<file path="src/zx_avr_link_pkg.sv">
// ~~~~~~~~~~~~~~~~~~~~~~~~~~~~~~
// avr spi link shared types
// register numbers and frame states
// ~~~~~~~~~~~~~~~~~~~~~~~~~~~~~~
`ifndef ZX_AVR_LINK_PKG_SV
`define ZX_AVR_LINK_PKG_SV

package zx_avr_link_pkg;

	// one spi byte, register contents, readback
	typedef logic [7:0] byte_t;
	// register number, shifted lsb first while cs high
	typedef logic [7:0] reg_num_t;
	// keyboard row select
	typedef logic [2:0] row_idx_t;
	// rom page for z80 reset
	typedef logic [1:0] rom_page_t;

	// frame phase, address while cs high
	typedef enum logic
	{
		LINK_ADDR = 1'b0,
		LINK_DATA = 1'b1
	} link_state_t;

	// register map
	localparam reg_num_t REG_KBD     = 8'h10;
	localparam reg_num_t REG_KBD_RST = 8'h11;
	localparam reg_num_t REG_MUS_X   = 8'h20;
	localparam reg_num_t REG_MUS_Y   = 8'h21;
	localparam reg_num_t REG_MUS_BTN = 8'h22;
	localparam reg_num_t REG_JOY     = 8'h23;
	localparam reg_num_t REG_RESET   = 8'h30;
	localparam reg_num_t REG_WAIT    = 8'h40;
	localparam reg_num_t REG_GLUCK   = 8'h41;
	localparam reg_num_t REG_COMPORT = 8'h42;
	localparam reg_num_t REG_CFG0    = 8'h50;

endpackage

`endif

</file>
<file path="src/spi_sync.sv">
// ~~~~~~~~~~~~~~~~~~~~~~~~~~~~~~
// spi pin synchroniser
// edge pulses for cs and sck
// ~~~~~~~~~~~~~~~~~~~~~~~~~~~~~~
module spi_sync #(
	parameter int SYNC_STAGES = 2
) (
	input  logic fclk,
	input  logic arst_n,
	input  logic spics_n,
	input  logic spido,
	input  logic spick,
	output logic cs_n_s,
	output logic sdo_s,
	output logic cs_fall,
	output logic cs_rise,
	output logic sck_rise
);

	// cs and sck carry one extra stage for edge detect
	logic [SYNC_STAGES:0]   cs_chain;
	logic [SYNC_STAGES-1:0] sdo_chain;
	logic [SYNC_STAGES:0]   sck_chain;

	always_ff @(posedge fclk or negedge arst_n)
	begin
		if (!arst_n)
		begin
			// idle bus, cs high and clock low
			cs_chain  <= '1;
			sdo_chain <= '0;
			sck_chain <= '0;
		end
		else
		begin
			cs_chain  <= {cs_chain[SYNC_STAGES-1:0], spics_n};
			sdo_chain <= {sdo_chain[SYNC_STAGES-2:0], spido};
			sck_chain <= {sck_chain[SYNC_STAGES-1:0], spick};
		end
	end

	// last sync stage is the usable level
	assign cs_n_s = cs_chain[SYNC_STAGES-1];
	assign sdo_s  = sdo_chain[SYNC_STAGES-1];

	// compare against the extra stage
	assign cs_fall  = cs_chain[SYNC_STAGES] & ~cs_chain[SYNC_STAGES-1];
	assign cs_rise  = ~cs_chain[SYNC_STAGES] & cs_chain[SYNC_STAGES-1];
	assign sck_rise = ~sck_chain[SYNC_STAGES] & sck_chain[SYNC_STAGES-1];

endmodule

</file>
<file path="src/spi_frame_fsm.sv">
// ~~~~~~~~~~~~~~~~~~~~~~~~~~~~~~
// spi frame phase tracker
// steers sck edges to addr or data
// ~~~~~~~~~~~~~~~~~~~~~~~~~~~~~~
module spi_frame_fsm
	import zx_avr_link_pkg::*;
(
	input  logic fclk,
	input  logic arst_n,
	input  logic cs_fall,
	input  logic cs_rise,
	input  logic sck_rise,
	output logic addr_shift,
	output logic data_shift,
	output logic frame_open,
	output logic frame_close
);

	link_state_t state;
	link_state_t state_nx;

	always_comb
	begin
		state_nx = state;
		case (state)
			// data phase begins when cs goes low
			LINK_ADDR: if (cs_fall) state_nx = LINK_DATA;
			// cs back high commits the access
			LINK_DATA: if (cs_rise) state_nx = LINK_ADDR;
			default:   state_nx = LINK_ADDR;
		endcase
	end

	always_ff @(posedge fclk or negedge arst_n)
	begin
		if (!arst_n)
			state <= LINK_ADDR;
		else
			state <= state_nx;
	end

	// every sck edge goes to exactly one shifter
	assign addr_shift  = sck_rise && (state == LINK_ADDR);
	assign data_shift  = sck_rise && (state == LINK_DATA);

	// phase change pulses in the cycle of the transition
	assign frame_open  = (state == LINK_ADDR) && (state_nx == LINK_DATA);
	assign frame_close = (state == LINK_DATA) && (state_nx == LINK_ADDR);

	// synchroniser must never report both cs edges at once
	a_cs_edges_excl: assert property (@(posedge fclk) disable iff (!arst_n)
		!(cs_fall && cs_rise));

	// cs only falls while the address phase is open
	a_open_from_addr: assert property (@(posedge fclk) disable iff (!arst_n)
		cs_fall |-> (state == LINK_ADDR));

endmodule

</file>
<file path="src/bit_counter.sv">
// ~~~~~~~~~~~~~~~~~~~~~~~~~~~~~~
// keyboard bit and row counter
// ~~~~~~~~~~~~~~~~~~~~~~~~~~~~~~
module bit_counter
	import zx_avr_link_pkg::*;
#(
	parameter int BYTE_BITS = 8
) (
	input  logic     fclk,
	input  logic     arst_n,
	input  logic     data_shift,
	input  logic     kbd_restart,
	output logic     bit_done_byte,
	output row_idx_t row_idx
);

	localparam int BIT_W = $clog2(BYTE_BITS);

	logic [BIT_W-1:0] bit_cnt;
	logic             last_bit;

	// bit about to shift is the last one of the byte
	assign last_bit      = (bit_cnt == BIT_W'(BYTE_BITS - 1));
	assign bit_done_byte = data_shift && last_bit;

	always_ff @(posedge fclk or negedge arst_n)
	begin
		if (!arst_n)
		begin
			bit_cnt <= '0;
			row_idx <= '0;
		end
		else if (kbd_restart)
		begin
			// stream restart, back to row 0 bit 0
			bit_cnt <= '0;
			row_idx <= '0;
		end
		else if (data_shift)
		begin
			if (last_bit)
			begin
				bit_cnt <= '0;
				// row wraps after the last row
				row_idx <= row_idx + 1'b1;
			end
			else
				bit_cnt <= bit_cnt + 1'b1;
		end
	end

	// restart comes at cs rise, never during a shift
	a_restart_no_shift: assert property (@(posedge fclk) disable iff (!arst_n)
		!(kbd_restart && data_shift));

endmodule

</file>
<file path="src/spi_shifter.sv">
// ~~~~~~~~~~~~~~~~~~~~~~~~~~~~~~
// spi shift registers
// regnum in, data in, readback out
// ~~~~~~~~~~~~~~~~~~~~~~~~~~~~~~
module spi_shifter
	import zx_avr_link_pkg::*;
(
	input  logic     fclk,
	input  logic     arst_n,
	input  logic     addr_shift,
	input  logic     data_shift,
	input  logic     frame_open,
	input  logic     frame_close,
	input  logic     sdo_s,
	input  byte_t    status_in,
	input  byte_t    rd_byte,
	output reg_num_t reg_num,
	output byte_t    data_word,
	output logic     spidi
);

	byte_t data_sr;
	byte_t out_sr;

	// register number, lsb first while cs high
	always_ff @(posedge fclk or negedge arst_n)
	begin
		if (!arst_n)
			reg_num <= '0;
		else if (frame_close)
			// fresh number needed before each frame
			reg_num <= '0;
		else if (addr_shift)
			reg_num <= {sdo_s, reg_num[7:1]};
	end

	// incoming data, current sdo bit already on top
	assign data_word = {sdo_s, data_sr[7:1]};

	always_ff @(posedge fclk or negedge arst_n)
	begin
		if (!arst_n)
			data_sr <= '0;
		else if (data_shift)
			data_sr <= data_word;
	end

	// outgoing byte
	// status while cs high, readback while cs low
	always_ff @(posedge fclk or negedge arst_n)
	begin
		if (!arst_n)
			out_sr <= '0;
		else if (frame_close)
			out_sr <= status_in;
		else if (frame_open)
			out_sr <= rd_byte;
		else if (addr_shift || data_shift)
			// zeros follow the byte
			out_sr <= {1'b0, out_sr[7:1]};
	end

	assign spidi = out_sr[0];

endmodule

</file>
<file path="src/zx_reg_bank.sv">
// ~~~~~~~~~~~~~~~~~~~~~~~~~~~~~~
// zx register bank
// decode, shadows, strobes, readback
// ~~~~~~~~~~~~~~~~~~~~~~~~~~~~~~
module zx_reg_bank
	import zx_avr_link_pkg::*;
(
	input  logic      fclk,
	input  logic      arst_n,
	input  reg_num_t  reg_num,
	input  logic      sdo_s,
	input  logic      data_shift,
	input  logic      frame_close,
	input  logic      bit_done_byte,
	input  byte_t     data_word,
	input  byte_t     wait_write,
	input  byte_t     gluclock_addr,
	input  byte_t     comport_addr,
	output byte_t     rd_byte,
	output logic      kbd_restart,
	output byte_t     kbd_out,
	output logic      kbd_stb,
	output byte_t     mus_out,
	output logic      mus_xstb,
	output logic      mus_ystb,
	output logic      mus_btnstb,
	output logic      kj_stb,
	output byte_t     config0,
	output logic      cfg_stb,
	output logic      tape_in_bit,
	output byte_t     wait_read,
	output logic      wait_end,
	output logic      genrst,
	output rom_page_t rstrom
);

	logic [3:0] grp;
	logic [1:0] sub;
	logic       sel_kbd, sel_kbd_rst, sel_mus_x, sel_mus_y, sel_mus_btn, sel_joy;
	logic       sel_rst, sel_wait, sel_gluck, sel_comport, sel_cfg0, sel_mus;
	logic       any_commit;

	// per-register shift copies
	byte_t mouse_sh;
	byte_t rst_sh;
	byte_t wait_sh;
	byte_t cfg_sh;

	// high nibble picks the group and low bits the register
	assign grp = reg_num[7:4];
	assign sub = reg_num[1:0];

	assign sel_kbd     = (grp == REG_KBD[7:4]) && (reg_num[0] == REG_KBD[0]);
	assign sel_kbd_rst = (grp == REG_KBD_RST[7:4]) && (reg_num[0] == REG_KBD_RST[0]);
	assign sel_mus_x   = (grp == REG_MUS_X[7:4]) && (sub == REG_MUS_X[1:0]);
	assign sel_mus_y   = (grp == REG_MUS_Y[7:4]) && (sub == REG_MUS_Y[1:0]);
	assign sel_mus_btn = (grp == REG_MUS_BTN[7:4]) && (sub == REG_MUS_BTN[1:0]);
	assign sel_joy     = (grp == REG_JOY[7:4]) && (sub == REG_JOY[1:0]);
	assign sel_rst     = (grp == REG_RESET[7:4]);
	assign sel_wait    = (grp == REG_WAIT[7:4]) && (sub == REG_WAIT[1:0]);
	assign sel_gluck   = (grp == REG_GLUCK[7:4]) && (sub == REG_GLUCK[1:0]);
	assign sel_comport = (grp == REG_COMPORT[7:4]) && (sub == REG_COMPORT[1:0]);
	assign sel_cfg0    = (grp == REG_CFG0[7:4]);
	// x, y, buttons and joystick share one buffer
	assign sel_mus     = sel_mus_x || sel_mus_y || sel_mus_btn || sel_joy;

	// keyboard is streamed without a shadow
	assign kbd_out     = sel_kbd ? data_word : '0;
	assign kbd_stb     = bit_done_byte && sel_kbd;
	assign kbd_restart = frame_close && sel_kbd_rst;

	always_ff @(posedge fclk or negedge arst_n)
	begin
		if (!arst_n)
		begin
			mouse_sh <= '0;
			rst_sh   <= '0;
			wait_sh  <= '0;
			cfg_sh   <= '0;
		end
		else if (data_shift)
		begin
			if (sel_mus)
				mouse_sh <= {sdo_s, mouse_sh[7:1]};
			if (sel_rst)
				rst_sh <= {sdo_s, rst_sh[7:1]};
			if (sel_wait)
				wait_sh <= {sdo_s, wait_sh[7:1]};
			if (sel_cfg0)
				cfg_sh <= {sdo_s, cfg_sh[7:1]};
		end
	end

	// commit at cs rise with strobes one fclk later
	always_ff @(posedge fclk or negedge arst_n)
	begin
		if (!arst_n)
		begin
			mus_xstb   <= 1'b0;
			mus_ystb   <= 1'b0;
			mus_btnstb <= 1'b0;
			kj_stb     <= 1'b0;
			cfg_stb    <= 1'b0;
			genrst     <= 1'b0;
			wait_end   <= 1'b0;
			config0    <= '0;
			rstrom     <= '0;
			wait_read  <= '0;
		end
		else
		begin
			mus_xstb   <= frame_close && sel_mus_x;
			mus_ystb   <= frame_close && sel_mus_y;
			mus_btnstb <= frame_close && sel_mus_btn;
			kj_stb     <= frame_close && sel_joy;
			cfg_stb    <= frame_close && sel_cfg0;
			genrst     <= frame_close && sel_rst;
			wait_end   <= frame_close && sel_wait;
			// latches land together with their strobe
			if (frame_close && sel_cfg0)
				config0 <= cfg_sh;
			if (frame_close && sel_rst)
				rstrom <= rst_sh[5:4];
			if (frame_close && sel_wait)
				wait_read <= wait_sh;
		end
	end

	assign mus_out     = mouse_sh;
	assign tape_in_bit = config0[2];

	// unmapped registers read back as all ones
	always_comb
	begin
		if (sel_wait)
			rd_byte = wait_write;
		else if (sel_gluck)
			rd_byte = gluclock_addr;
		else if (sel_comport)
			rd_byte = comport_addr;
		else
			rd_byte = 8'hFF;
	end

	assign any_commit = mus_xstb || mus_ystb || mus_btnstb || kj_stb ||
		cfg_stb || genrst || wait_end;

	// one commit per frame, never two cycles running
	a_one_commit: assert property (@(posedge fclk) disable iff (!arst_n)
		any_commit |=> !any_commit);

endmodule

</file>
<file path="src/zx_avr_link.sv">
// ~~~~~~~~~~~~~~~~~~~~~~~~~~~~~~
// avr to zx spi register link
// ~~~~~~~~~~~~~~~~~~~~~~~~~~~~~~
module zx_avr_link
	import zx_avr_link_pkg::*;
#(
	parameter int SYNC_STAGES = 2,
	parameter int BYTE_BITS   = 8
) (
	input  logic      fclk,
	input  logic      arst_n,
	// avr spi pins
	input  logic      spics_n,
	input  logic      spido,
	input  logic      spick,
	output logic      spidi,
	// readback sources
	input  byte_t     status_in,
	input  byte_t     wait_write,
	input  byte_t     gluclock_addr,
	input  byte_t     comport_addr,
	// sideband
	output byte_t     kbd_out,
	output row_idx_t  kbd_out_sel,
	output logic      kbd_stb,
	output byte_t     mus_out,
	output logic      mus_xstb,
	output logic      mus_ystb,
	output logic      mus_btnstb,
	output logic      kj_stb,
	output byte_t     config0,
	output logic      cfg_stb,
	output logic      tape_in_bit,
	output byte_t     wait_read,
	output logic      wait_end,
	output logic      genrst,
	output rom_page_t rstrom
);

	logic     cs_n_s, sdo_s, cs_fall, cs_rise, sck_rise;
	logic     addr_shift, data_shift, frame_open, frame_close;
	logic     bit_done_byte, kbd_restart;
	reg_num_t reg_num;
	byte_t    data_word;
	byte_t    rd_byte;

	spi_sync #(
		.SYNC_STAGES(SYNC_STAGES)
	) spi_sync_inst (
		.fclk    (fclk),
		.arst_n  (arst_n),
		.spics_n (spics_n),
		.spido   (spido),
		.spick   (spick),
		.cs_n_s  (cs_n_s),
		.sdo_s   (sdo_s),
		.cs_fall (cs_fall),
		.cs_rise (cs_rise),
		.sck_rise(sck_rise)
	);

	spi_frame_fsm spi_frame_fsm_inst (
		.fclk       (fclk),
		.arst_n     (arst_n),
		.cs_fall    (cs_fall),
		.cs_rise    (cs_rise),
		.sck_rise   (sck_rise),
		.addr_shift (addr_shift),
		.data_shift (data_shift),
		.frame_open (frame_open),
		.frame_close(frame_close)
	);

	bit_counter #(
		.BYTE_BITS(BYTE_BITS)
	) bit_counter_inst (
		.fclk         (fclk),
		.arst_n       (arst_n),
		.data_shift   (data_shift),
		.kbd_restart  (kbd_restart),
		.bit_done_byte(bit_done_byte),
		.row_idx      (kbd_out_sel)
	);

	spi_shifter spi_shifter_inst (
		.fclk       (fclk),
		.arst_n     (arst_n),
		.addr_shift (addr_shift),
		.data_shift (data_shift),
		.frame_open (frame_open),
		.frame_close(frame_close),
		.sdo_s      (sdo_s),
		.status_in  (status_in),
		.rd_byte    (rd_byte),
		.reg_num    (reg_num),
		.data_word  (data_word),
		.spidi      (spidi)
	);

	zx_reg_bank zx_reg_bank_inst (
		.fclk         (fclk),
		.arst_n       (arst_n),
		.reg_num      (reg_num),
		.sdo_s        (sdo_s),
		.data_shift   (data_shift),
		.frame_close  (frame_close),
		.bit_done_byte(bit_done_byte),
		.data_word    (data_word),
		.wait_write   (wait_write),
		.gluclock_addr(gluclock_addr),
		.comport_addr (comport_addr),
		.rd_byte      (rd_byte),
		.kbd_restart  (kbd_restart),
		.kbd_out      (kbd_out),
		.kbd_stb      (kbd_stb),
		.mus_out      (mus_out),
		.mus_xstb     (mus_xstb),
		.mus_ystb     (mus_ystb),
		.mus_btnstb   (mus_btnstb),
		.kj_stb       (kj_stb),
		.config0      (config0),
		.cfg_stb      (cfg_stb),
		.tape_in_bit  (tape_in_bit),
		.wait_read    (wait_read),
		.wait_end     (wait_end),
		.genrst       (genrst),
		.rstrom       (rstrom)
	);

	// data bits only ever arrive while the pin level says cs is low
	a_data_in_frame: assert property (@(posedge fclk) disable iff (!arst_n)
		data_shift |-> !cs_n_s);

endmodule

</file>
<file path="config.mk">
export PLATFORM = sky130hd
export DESIGN_NAME = zx_avr_link
export DESIGN_NICKNAME = d
export VERILOG_FILES = /design/src/zx_avr_link_pkg.sv /design/src/spi_sync.sv /design/src/spi_frame_fsm.sv /design/src/bit_counter.sv /design/src/spi_shifter.sv /design/src/zx_reg_bank.sv /design/src/zx_avr_link.sv
export SDC_FILE = /design/constraint.sdc
export NUM_CORES = 1
export LEC_CHECK = 0
export BUFFER_PORTS_ARGS = -buffer_cell sky130_fd_sc_hd__buf_2
export CAP_MARGIN = 5
export CORE_UTILIZATION = 51
export CTS_CLUSTER_SIZE = 16
export DETAILED_ROUTE_END_ITERATION = 12
export HOLD_SLACK_MARGIN = 0.08
export PLACE_DENSITY = 0.74
export SETUP_SLACK_MARGIN = 0.3
export SYNTH_ARGS = -nofsm -noshare
export SYNTH_HDL_FRONTEND = slang
export SYNTH_SLANG_ARGS = --single-unit
</file>
<file path="constraint.sdc">
create_clock -name fclk -period 2.4 [get_ports fclk]
set_clock_uncertainty 0.1 [all_clocks]
set_input_delay 0.48 -clock fclk [delete_from_list [all_inputs] [get_ports fclk]]
set_output_delay 0.48 -clock fclk [all_outputs]
set_load 0.02 [all_outputs]
</file>
==> reports/qor.csv, run 1 <==
stage;metric;value;unit
routing;Vias/cell;5.373;
routing;DRT iter0 DRCs;125;
synthesis;register area share after synthesis;57.80;%
synthesis;share of the synthesized area in the top cell type;55.80;%
placed_design;Placed Cells;501;
routing;Via Count;2821;
synthesis;synth top area cells;dfrtp_1 56%, mux2_2 13%, nand2_1 3.6%;
synthesis;post-synth cell types;38;
synthesis;main combinational cell family by area after synthesis;simple AND/OR/NAND/NOR gates;
worst_setup_path;R2R Setup Slk;0.42;ns
worst_setup_path;Worst Path Arrival;1.56;ns
worst_setup_path;Critical Path Source Type;flop;
grt;first-pass GRT wire length;13650;um
finish;layout cell share with drive strength beyond 1;45.07;%
finish;final net count;463;
finish;ANT cells;0;
clock_tree;CTS tree;built;
synthesis;Post-Synth Adder-Cell Area;1.585;%
synthesis;syn_nets;371;
timing;unrepaired setup endpoints after global routing;true;
power_and_ir_drop;pwr dens;680.2;nW/um2
clock_tree;Worst-path clk slew;0.10;ns
placed_design;Setup WS pre-CTS;0.2699;ns
finish;final core utilization;65.57;%
routing;Initial DRT Pass Iterations;4;
worst_setup_path;crit-path max FO;5;
synthesis;Cells after Synth;329;
grt;vias in the first global route;2917;
synthesis;cell taking the most area after synthesis;dfrtp_1;
clock_tree;CTS Buf Count;9;
floorplan;die extent in x;89.97;um
worst_setup_path;critical path endpoint category;output pin;
floorplan;top-level port count;84;
clock_tree;maximum clock insertion buffer count;2;
floorplan;die area;8094;um2
grt;largest net degree at the start of global routing;43;
routing;post-route ant nets;0;
synthesis;synthesized cell area;3946;um2
timing;Fmax achieved;0.4682;GHz
hold_path;worst hold stages;1;
grt;initial antenna violation count;0;
status;outcome;finished clean;
timing;period utilisation layout;88.99;%
clock_tree;Clk Latency, worst-skew pair;0.36;ns
placed_design;HPWL after DPL;5288;um
timing;actual slew at the worst max-slew pin;0.5719;ns
synthesis;Avg Inst Size Synth;11.99;um2
timing;worst setup margin;0.2643;ns
finish;non-filler cells, final;525;
timing;Pins Over Slew Limit;0;
synthesis;simple logic cell fraction of the synthesized area;15.25;%
worst_setup_path;Worst EP required;1.82;ns
floorplan;die height;89.97;um
placed_design;gpl congestion;0.7971;
finish;synthesis-to-finish area growth;22.45;%
power_and_ir_drop;leakage power total;2.578;nW
worst_setup_path;Setup CP Type;reg2out;
timing;hold slack;0.1173;ns
timing;Hold Fails Final Rpt;0;
clock_tree;Clock Sink Count;91;
floorplan;row cnt;31;
worst_setup_path;Reg2Reg Depth;6;
synthesis;Ys Warns;0;
grt;total global-route track usage;21.11;%
synthesis;#FFs+latches synth;91;
flow_run;max cap viols;0;
placed_design;PortBufs;83;
synthesis;post-synthesis compound-gate area fraction;8.117;%
clock_tree;clock tree root buffer cell;clkbuf_8;
clock_tree;H-tree depth;3;
routing;WL/cell;15.04;um
timing;TNS Setup;0;ns
timing;Tmin final;2.136;ns
grt;GR Overflow Total;0;
hold_path;worst min path class;in2reg;
floorplan;Initial Util;53.55;%
synthesis;post-synthesis mux area share;13.63;%
routing;DRC Markers;0;
routing;final WL;7894;um
power_and_ir_drop;maximum vdd drop;0.3994;mV
floorplan;Core Area;7370;um2
timing;final setup vio count;0;
timing;relative max-transition margin;61.74;%
synthesis;XOR/XNOR Fraction of Synth Area;0.4439;%
-- cell type report --
cell class	instances	area [um2]
fill	596	2537
sequential	91	2287
multi-input combinational	214	1589
timing repair buffer	98	589.3
clock buffer	9	123.9
tap	99	123.9
clock inverter	7	92.59
inverter	7	26.28
-- power breakdown --
part / switching, W / internal (W) / total, W / leakage [nW]
combinational: 0.000242 / 0.000188 / 0.000430 / 1.26
sequential: 0.0000819 / 0.00166 / 0.00174 / 1.21
clock: 0.000602 / 0.000511 / 0.00111 / 0.109
-- path summary, 6_finish.rpt --
kind | start | to
max | spi_shifter_inst.reg_num[5]$_DFFE_PN0P_ | kbd_stb
min | spick | spi_sync_inst.sck_chain[0]$_DFF_PN0_
max reg2reg | spi_sync_inst.cs_chain[1]$_DFF_PN1_ | zx_reg_bank_inst.config0[2]$_DFFE_PN0P_
min reg2reg | spi_sync_inst.cs_chain[0]$_DFF_PN1_ | spi_sync_inst.cs_chain[1]$_DFF_PN1_
max in group asynchronous | arst_n | zx_reg_bank_inst.wait_read[4]$_DFFE_PN0P_
min in group asynchronous | arst_n | zx_reg_bank_inst.wait_read[2]$_DFFE_PN0P_
-- routing by layer --
metal | part of all wire [%] | GRT usage, % | wire (um)
met5 | 0 | 0 | 0
met3 | 4.4 | 4.146 | 345
met4 | 1.6 | 8.871 | 127
met2 | 49 | 35.19 | 3881
met1 | 45 | 27.08 | 3540
-- worst max-delay path, stage by stage (launching register included) --
cell     delay (ns)
dfrtp_2        0.41
and2b_2        0.27
and3_4         0.23
and3_4         0.18
buf_6          0.11
-- placed cells by master (no fill, tap or decap), types with 3 or more instances in the layout --
cell type	synthesis	routed
buf_2	4	77
dfrtp_1	88	83
nand3_1	4	4
nor2_1	18	16
o2111ai_1	6	6
o21ai_0	7	7
dfrtp_2	0	5
a221oi_1	6	6
o22ai_1	14	14
inv_6	0	3
and2_1	9	8
inv_1	7	7
mux2_2	46	46
clkbuf_8	1	9
nand2_1	38	38
buf_4	4	13
buf_6	0	5
ha_1	5	4
nand2b_1	9	9
dfstp_2	3	3
a21oi_1	13	13
nor3_1	5	5
and2_2	8	8
-- cell families after synthesis --
kind of cell	after synthesis
DFF	91
buffers and inverters	25
adders and majority gates	5
muxes	48
and+or+nand+nor	109
xor gates and xnor gates	2
AOI/OAI and AO/OA	49
-- through the flow --
step | area, um2 | total power, W
floorplan | 3946 | 0.002023
global placement | 4474 | 0.002162
detailed placement | 4474 | 0.002186
CTS | 4795 | 0.003316
global route | 4832 | 0.003443
finish | 4832 | 0.003287
-- registers in the layout (all words and copies together) (netlist names), 2 cells and up --
name / count
bit_counter_inst.bit_cnt: 3
bit_counter_inst.row_idx: 3
spi_shifter_inst.data_sr: 7
spi_shifter_inst.out_sr: 8
spi_shifter_inst.reg_num: 8
spi_sync_inst.cs_chain: 3
spi_sync_inst.sck_chain: 3
spi_sync_inst.sdo_chain: 2
zx_reg_bank_inst.cfg_sh: 8
zx_reg_bank_inst.config0: 8
zx_reg_bank_inst.mus_out: 8
zx_reg_bank_inst.rst_sh: 4
zx_reg_bank_inst.rstrom: 2
zx_reg_bank_inst.wait_read: 8
zx_reg_bank_inst.wait_sh: 8
-- what timing repair did --
action	in CTS	in global routing
hold buffers	1	0
pin swaps	1	1
cloned	1	0
hold endpoints to repair	37	0
gates resized for setup	19	8
buffers inserted	5	1
setup endpoints to repair	19	26
-- synthesized netlist by cell type (all sizes together) --
cell type and n:
inv 7, nor3b 2, and2b 1, nand4b 2
o21ai 7, and2 18, nand2 40, nand2b 9
o2111ai 6, mux2 46, dfstp 3, clkbuf 10
mux2i 2, and3b 1, nand4 1, nor2b 1
nor3 5, and3 3, xor2 2, nor4b 1
dfrtp 88, buf 8, a21oi 13, nand3 4
ha 5, a221oi 6, nor2 19, o22ai 14
a221o 1, o41ai 2, nand3b 2
No activity file was read; power rests on OpenSTA's default activity.
==> inputs of run 2 (changes only) <==
Settings changed: PLACE_DENSITY 0.74 to 0.79.
==> run 2 against run 1 <==
Effect of this change: cell count is 0.19% lower; register-to-register slack hardly changed; setup slack better by 0.021 ns; largest cell class unchanged; non-clock buffer count is 1 lower; critical path depth stayed put; largest power group unchanged; worst hold slack better by 0.0054 ns.
==> reports/qor.csv, run 2 (same netlist as run 1, synthesis figures left out) <==
stage;metric;value;unit
worst_setup_path;Worst EP required;1.82;ns
grt;initial antenna violation count;0;
finish;commonest non-fill, non-tap cell in the layout;dfrtp_1;
worst_setup_path;Reg2Reg Depth;6;
grt;largest net degree at the start of global routing;54;
worst_setup_path;r2r endpoint;zx_reg_bank_inst.rstrom[0]$_DFFE_PN0P_;
routing;WL/cell;14.82;um
finish;non-filler cells, final;524;
worst_setup_path;Critical Path Sink;kbd_stb;
routing;final WL;7768;um
floorplan;Initial Util;53.55;%
power_and_ir_drop;leakage power total;2.561;nW
clock_tree;CTS tree;built;
hold_path;worst min path class;in2reg;
timing;TNS Setup;0;ns
worst_setup_path;Worst Path Arrival;1.54;ns
placed_design;gpl congestion;0.7848;
floorplan;row cnt;31;
worst_setup_path;crit path from;spi_shifter_inst.reg_num[5]$_DFFE_PN0P_;
timing;Hold Fails Final Rpt;0;
grt;GR Overflow Total;0;
finish;final core utilization;65.60;%
timing;Tmin final;2.115;ns
finish;most frequent cells in the layout;83 x dfrtp_1, 75 x buf_2, 46 x mux2_2, 37 x nand2_1, 16 x nor2_1;
timing;unrepaired setup endpoints after global routing;true;
floorplan;top-level port count;84;
clock_tree;clock tree root buffer cell;clkbuf_8;
floorplan;die area;8094;um2
clock_tree;maximum clock insertion buffer count;2;
clock_tree;Clock Sink Count;91;
floorplan;Core Area;7370;um2
routing;Initial DRT Pass Iterations;4;
worst_setup_path;critical path endpoint category;output pin;
worst_setup_path;Critical Path Source Type;flop;
worst_setup_path;R2R Setup Slk;0.43;ns
routing;DRC Markers;0;
timing;Fmax achieved;0.4728;GHz
clock_tree;H-tree depth;3;
clock_tree;Worst-path clk slew;0.09;ns
power_and_ir_drop;pwr dens;668.4;nW/um2
finish;synthesis-to-finish area growth;22.51;%
timing;actual slew at the worst max-slew pin;0.5788;ns
grt;first-pass GRT wire length;12860;um
timing;final setup vio count;0;
finish;ANT cells;0;
worst_setup_path;crit-path max FO;5;
clock_tree;CTS Buf Count;9;
routing;post-route ant nets;0;
grt;vias in the first global route;2768;
timing;relative max-transition margin;61.27;%
routing;DRT iter0 DRCs;116;
placed_design;Placed Cells;500;
worst_setup_path;r2r startpoint;spi_sync_inst.cs_chain[1]$_DFF_PN1_;
finish;final net count;462;
timing;Pins Over Slew Limit;0;
grt;total global-route track usage;20.06;%
worst_setup_path;Setup CP Type;reg2out;
flow_run;max cap viols;0;
status;outcome;finished clean;
placed_design;HPWL after DPL;5192;um
hold_path;worst hold stages;1;
placed_design;PortBufs;83;
routing;Vias/cell;5.366;
floorplan;die height;89.97;um
finish;layout cell share with drive strength beyond 1;45.41;%
power_and_ir_drop;maximum vdd drop;0.4787;mV
clock_tree;Clk Latency, worst-skew pair;0.35;ns
timing;period utilisation layout;88.13;%
routing;Via Count;2812;
floorplan;die extent in x;89.97;um
==> run 2: cell types whose count changed in the layout (fill, tap and decap cells not counted), sizes merged <==
cell      previous run  this run
clkinvlp             0         3
inv                 11         8
clkbuf               9        11
clkinv               2         0
buf                 97        96
==> run 2: power by group <==
part | total [W] | internal [W] | switching (W)
Combinational | 0.000441 | 0.000192 | 0.000249
Clock | 0.00105 | 0.000514 | 0.000533
Sequential | 0.00174 | 0.00166 | 0.0000820
==> run 2: worst max-delay path: stages (launching register included) <==
cell     delay (ns)
dfrtp_2        0.41
and2b_2        0.26
and3_4         0.22
and3_4         0.18
buf_6          0.11
==> run 2: cell type report <==
cell class / count / area [um2]
multi-input combinational: 214 / 1608
clock inverter: 5 / 61.31
sequential: 91 / 2287
timing repair buffer: 97 / 586.8
clock buffer: 11 / 141.4
fill: 602 / 2535
tap: 99 / 123.9
inverter: 7 / 26.28
==> run 2: layer usage <==
layer / global-route usage [%] / routed length, um
met1: 25.64 / 3529
met2: 32.76 / 3742
met3: 5.245 / 437
met4: 8.065 / 58
met5: 0 / 0
==> run 2: what timing repair did <==
| item | CTS | global route |
|---|---|---|
| cloned | 1 | 0 |
| pin swaps | 1 | 2 |
| endpoints found under the setup margin | 11 | 21 |
| hold buffers | 1 | 0 |
| buffers inserted | 5 | 1 |
| gates resized for setup | 16 | 17 |
| hold endpoints to repair | 38 | 0 |
==> run 2: how the worst min path moves through the flow <==
stage	start	to	slack (ns)
6_report	spido	spi_sync_inst.sdo_chain[0]$_DFF_PN0_	0.12
5_1_grt	spido	spi_sync_inst.sdo_chain[0]$_DFF_PN0_	0.09
4_1_cts	spido	spi_sync_inst.sdo_chain[0]$_DFF_PN0_	0.11
3_5_place_dp	spi_sync_inst.sdo_chain[0]$_DFF_PN0_	spi_sync_inst.sdo_chain[1]$_DFF_PN0_	0.24
3_3_place_gp	spi_sync_inst.sdo_chain[0]$_DFF_PN0_	spi_sync_inst.sdo_chain[1]$_DFF_PN0_	0.23
2_1_floorplan	arst_n	bit_counter_inst.bit_cnt[0]$_DFFE_PN0P_	0.08
==> run 2: through the flow <==
| stage | instance area, um2 | total power, W | worst slack [ns] | hold slack [ns] |
|---|---|---|---|---|
| floorplan | 3946 | 0.002023 | 0.3030 | 0.08441 |
| global placement | 4467 | 0.002161 | 0.3332 | 0.2330 |
| detailed placement | 4467 | 0.002184 | 0.2913 | 0.2444 |
| CTS | 4762 | 0.003243 | 0.2779 | 0.1053 |
| global route | 4835 | 0.003383 | 0.2288 | 0.09422 |
| finish | 4835 | 0.003232 | 0.2850 | 0.1227 |
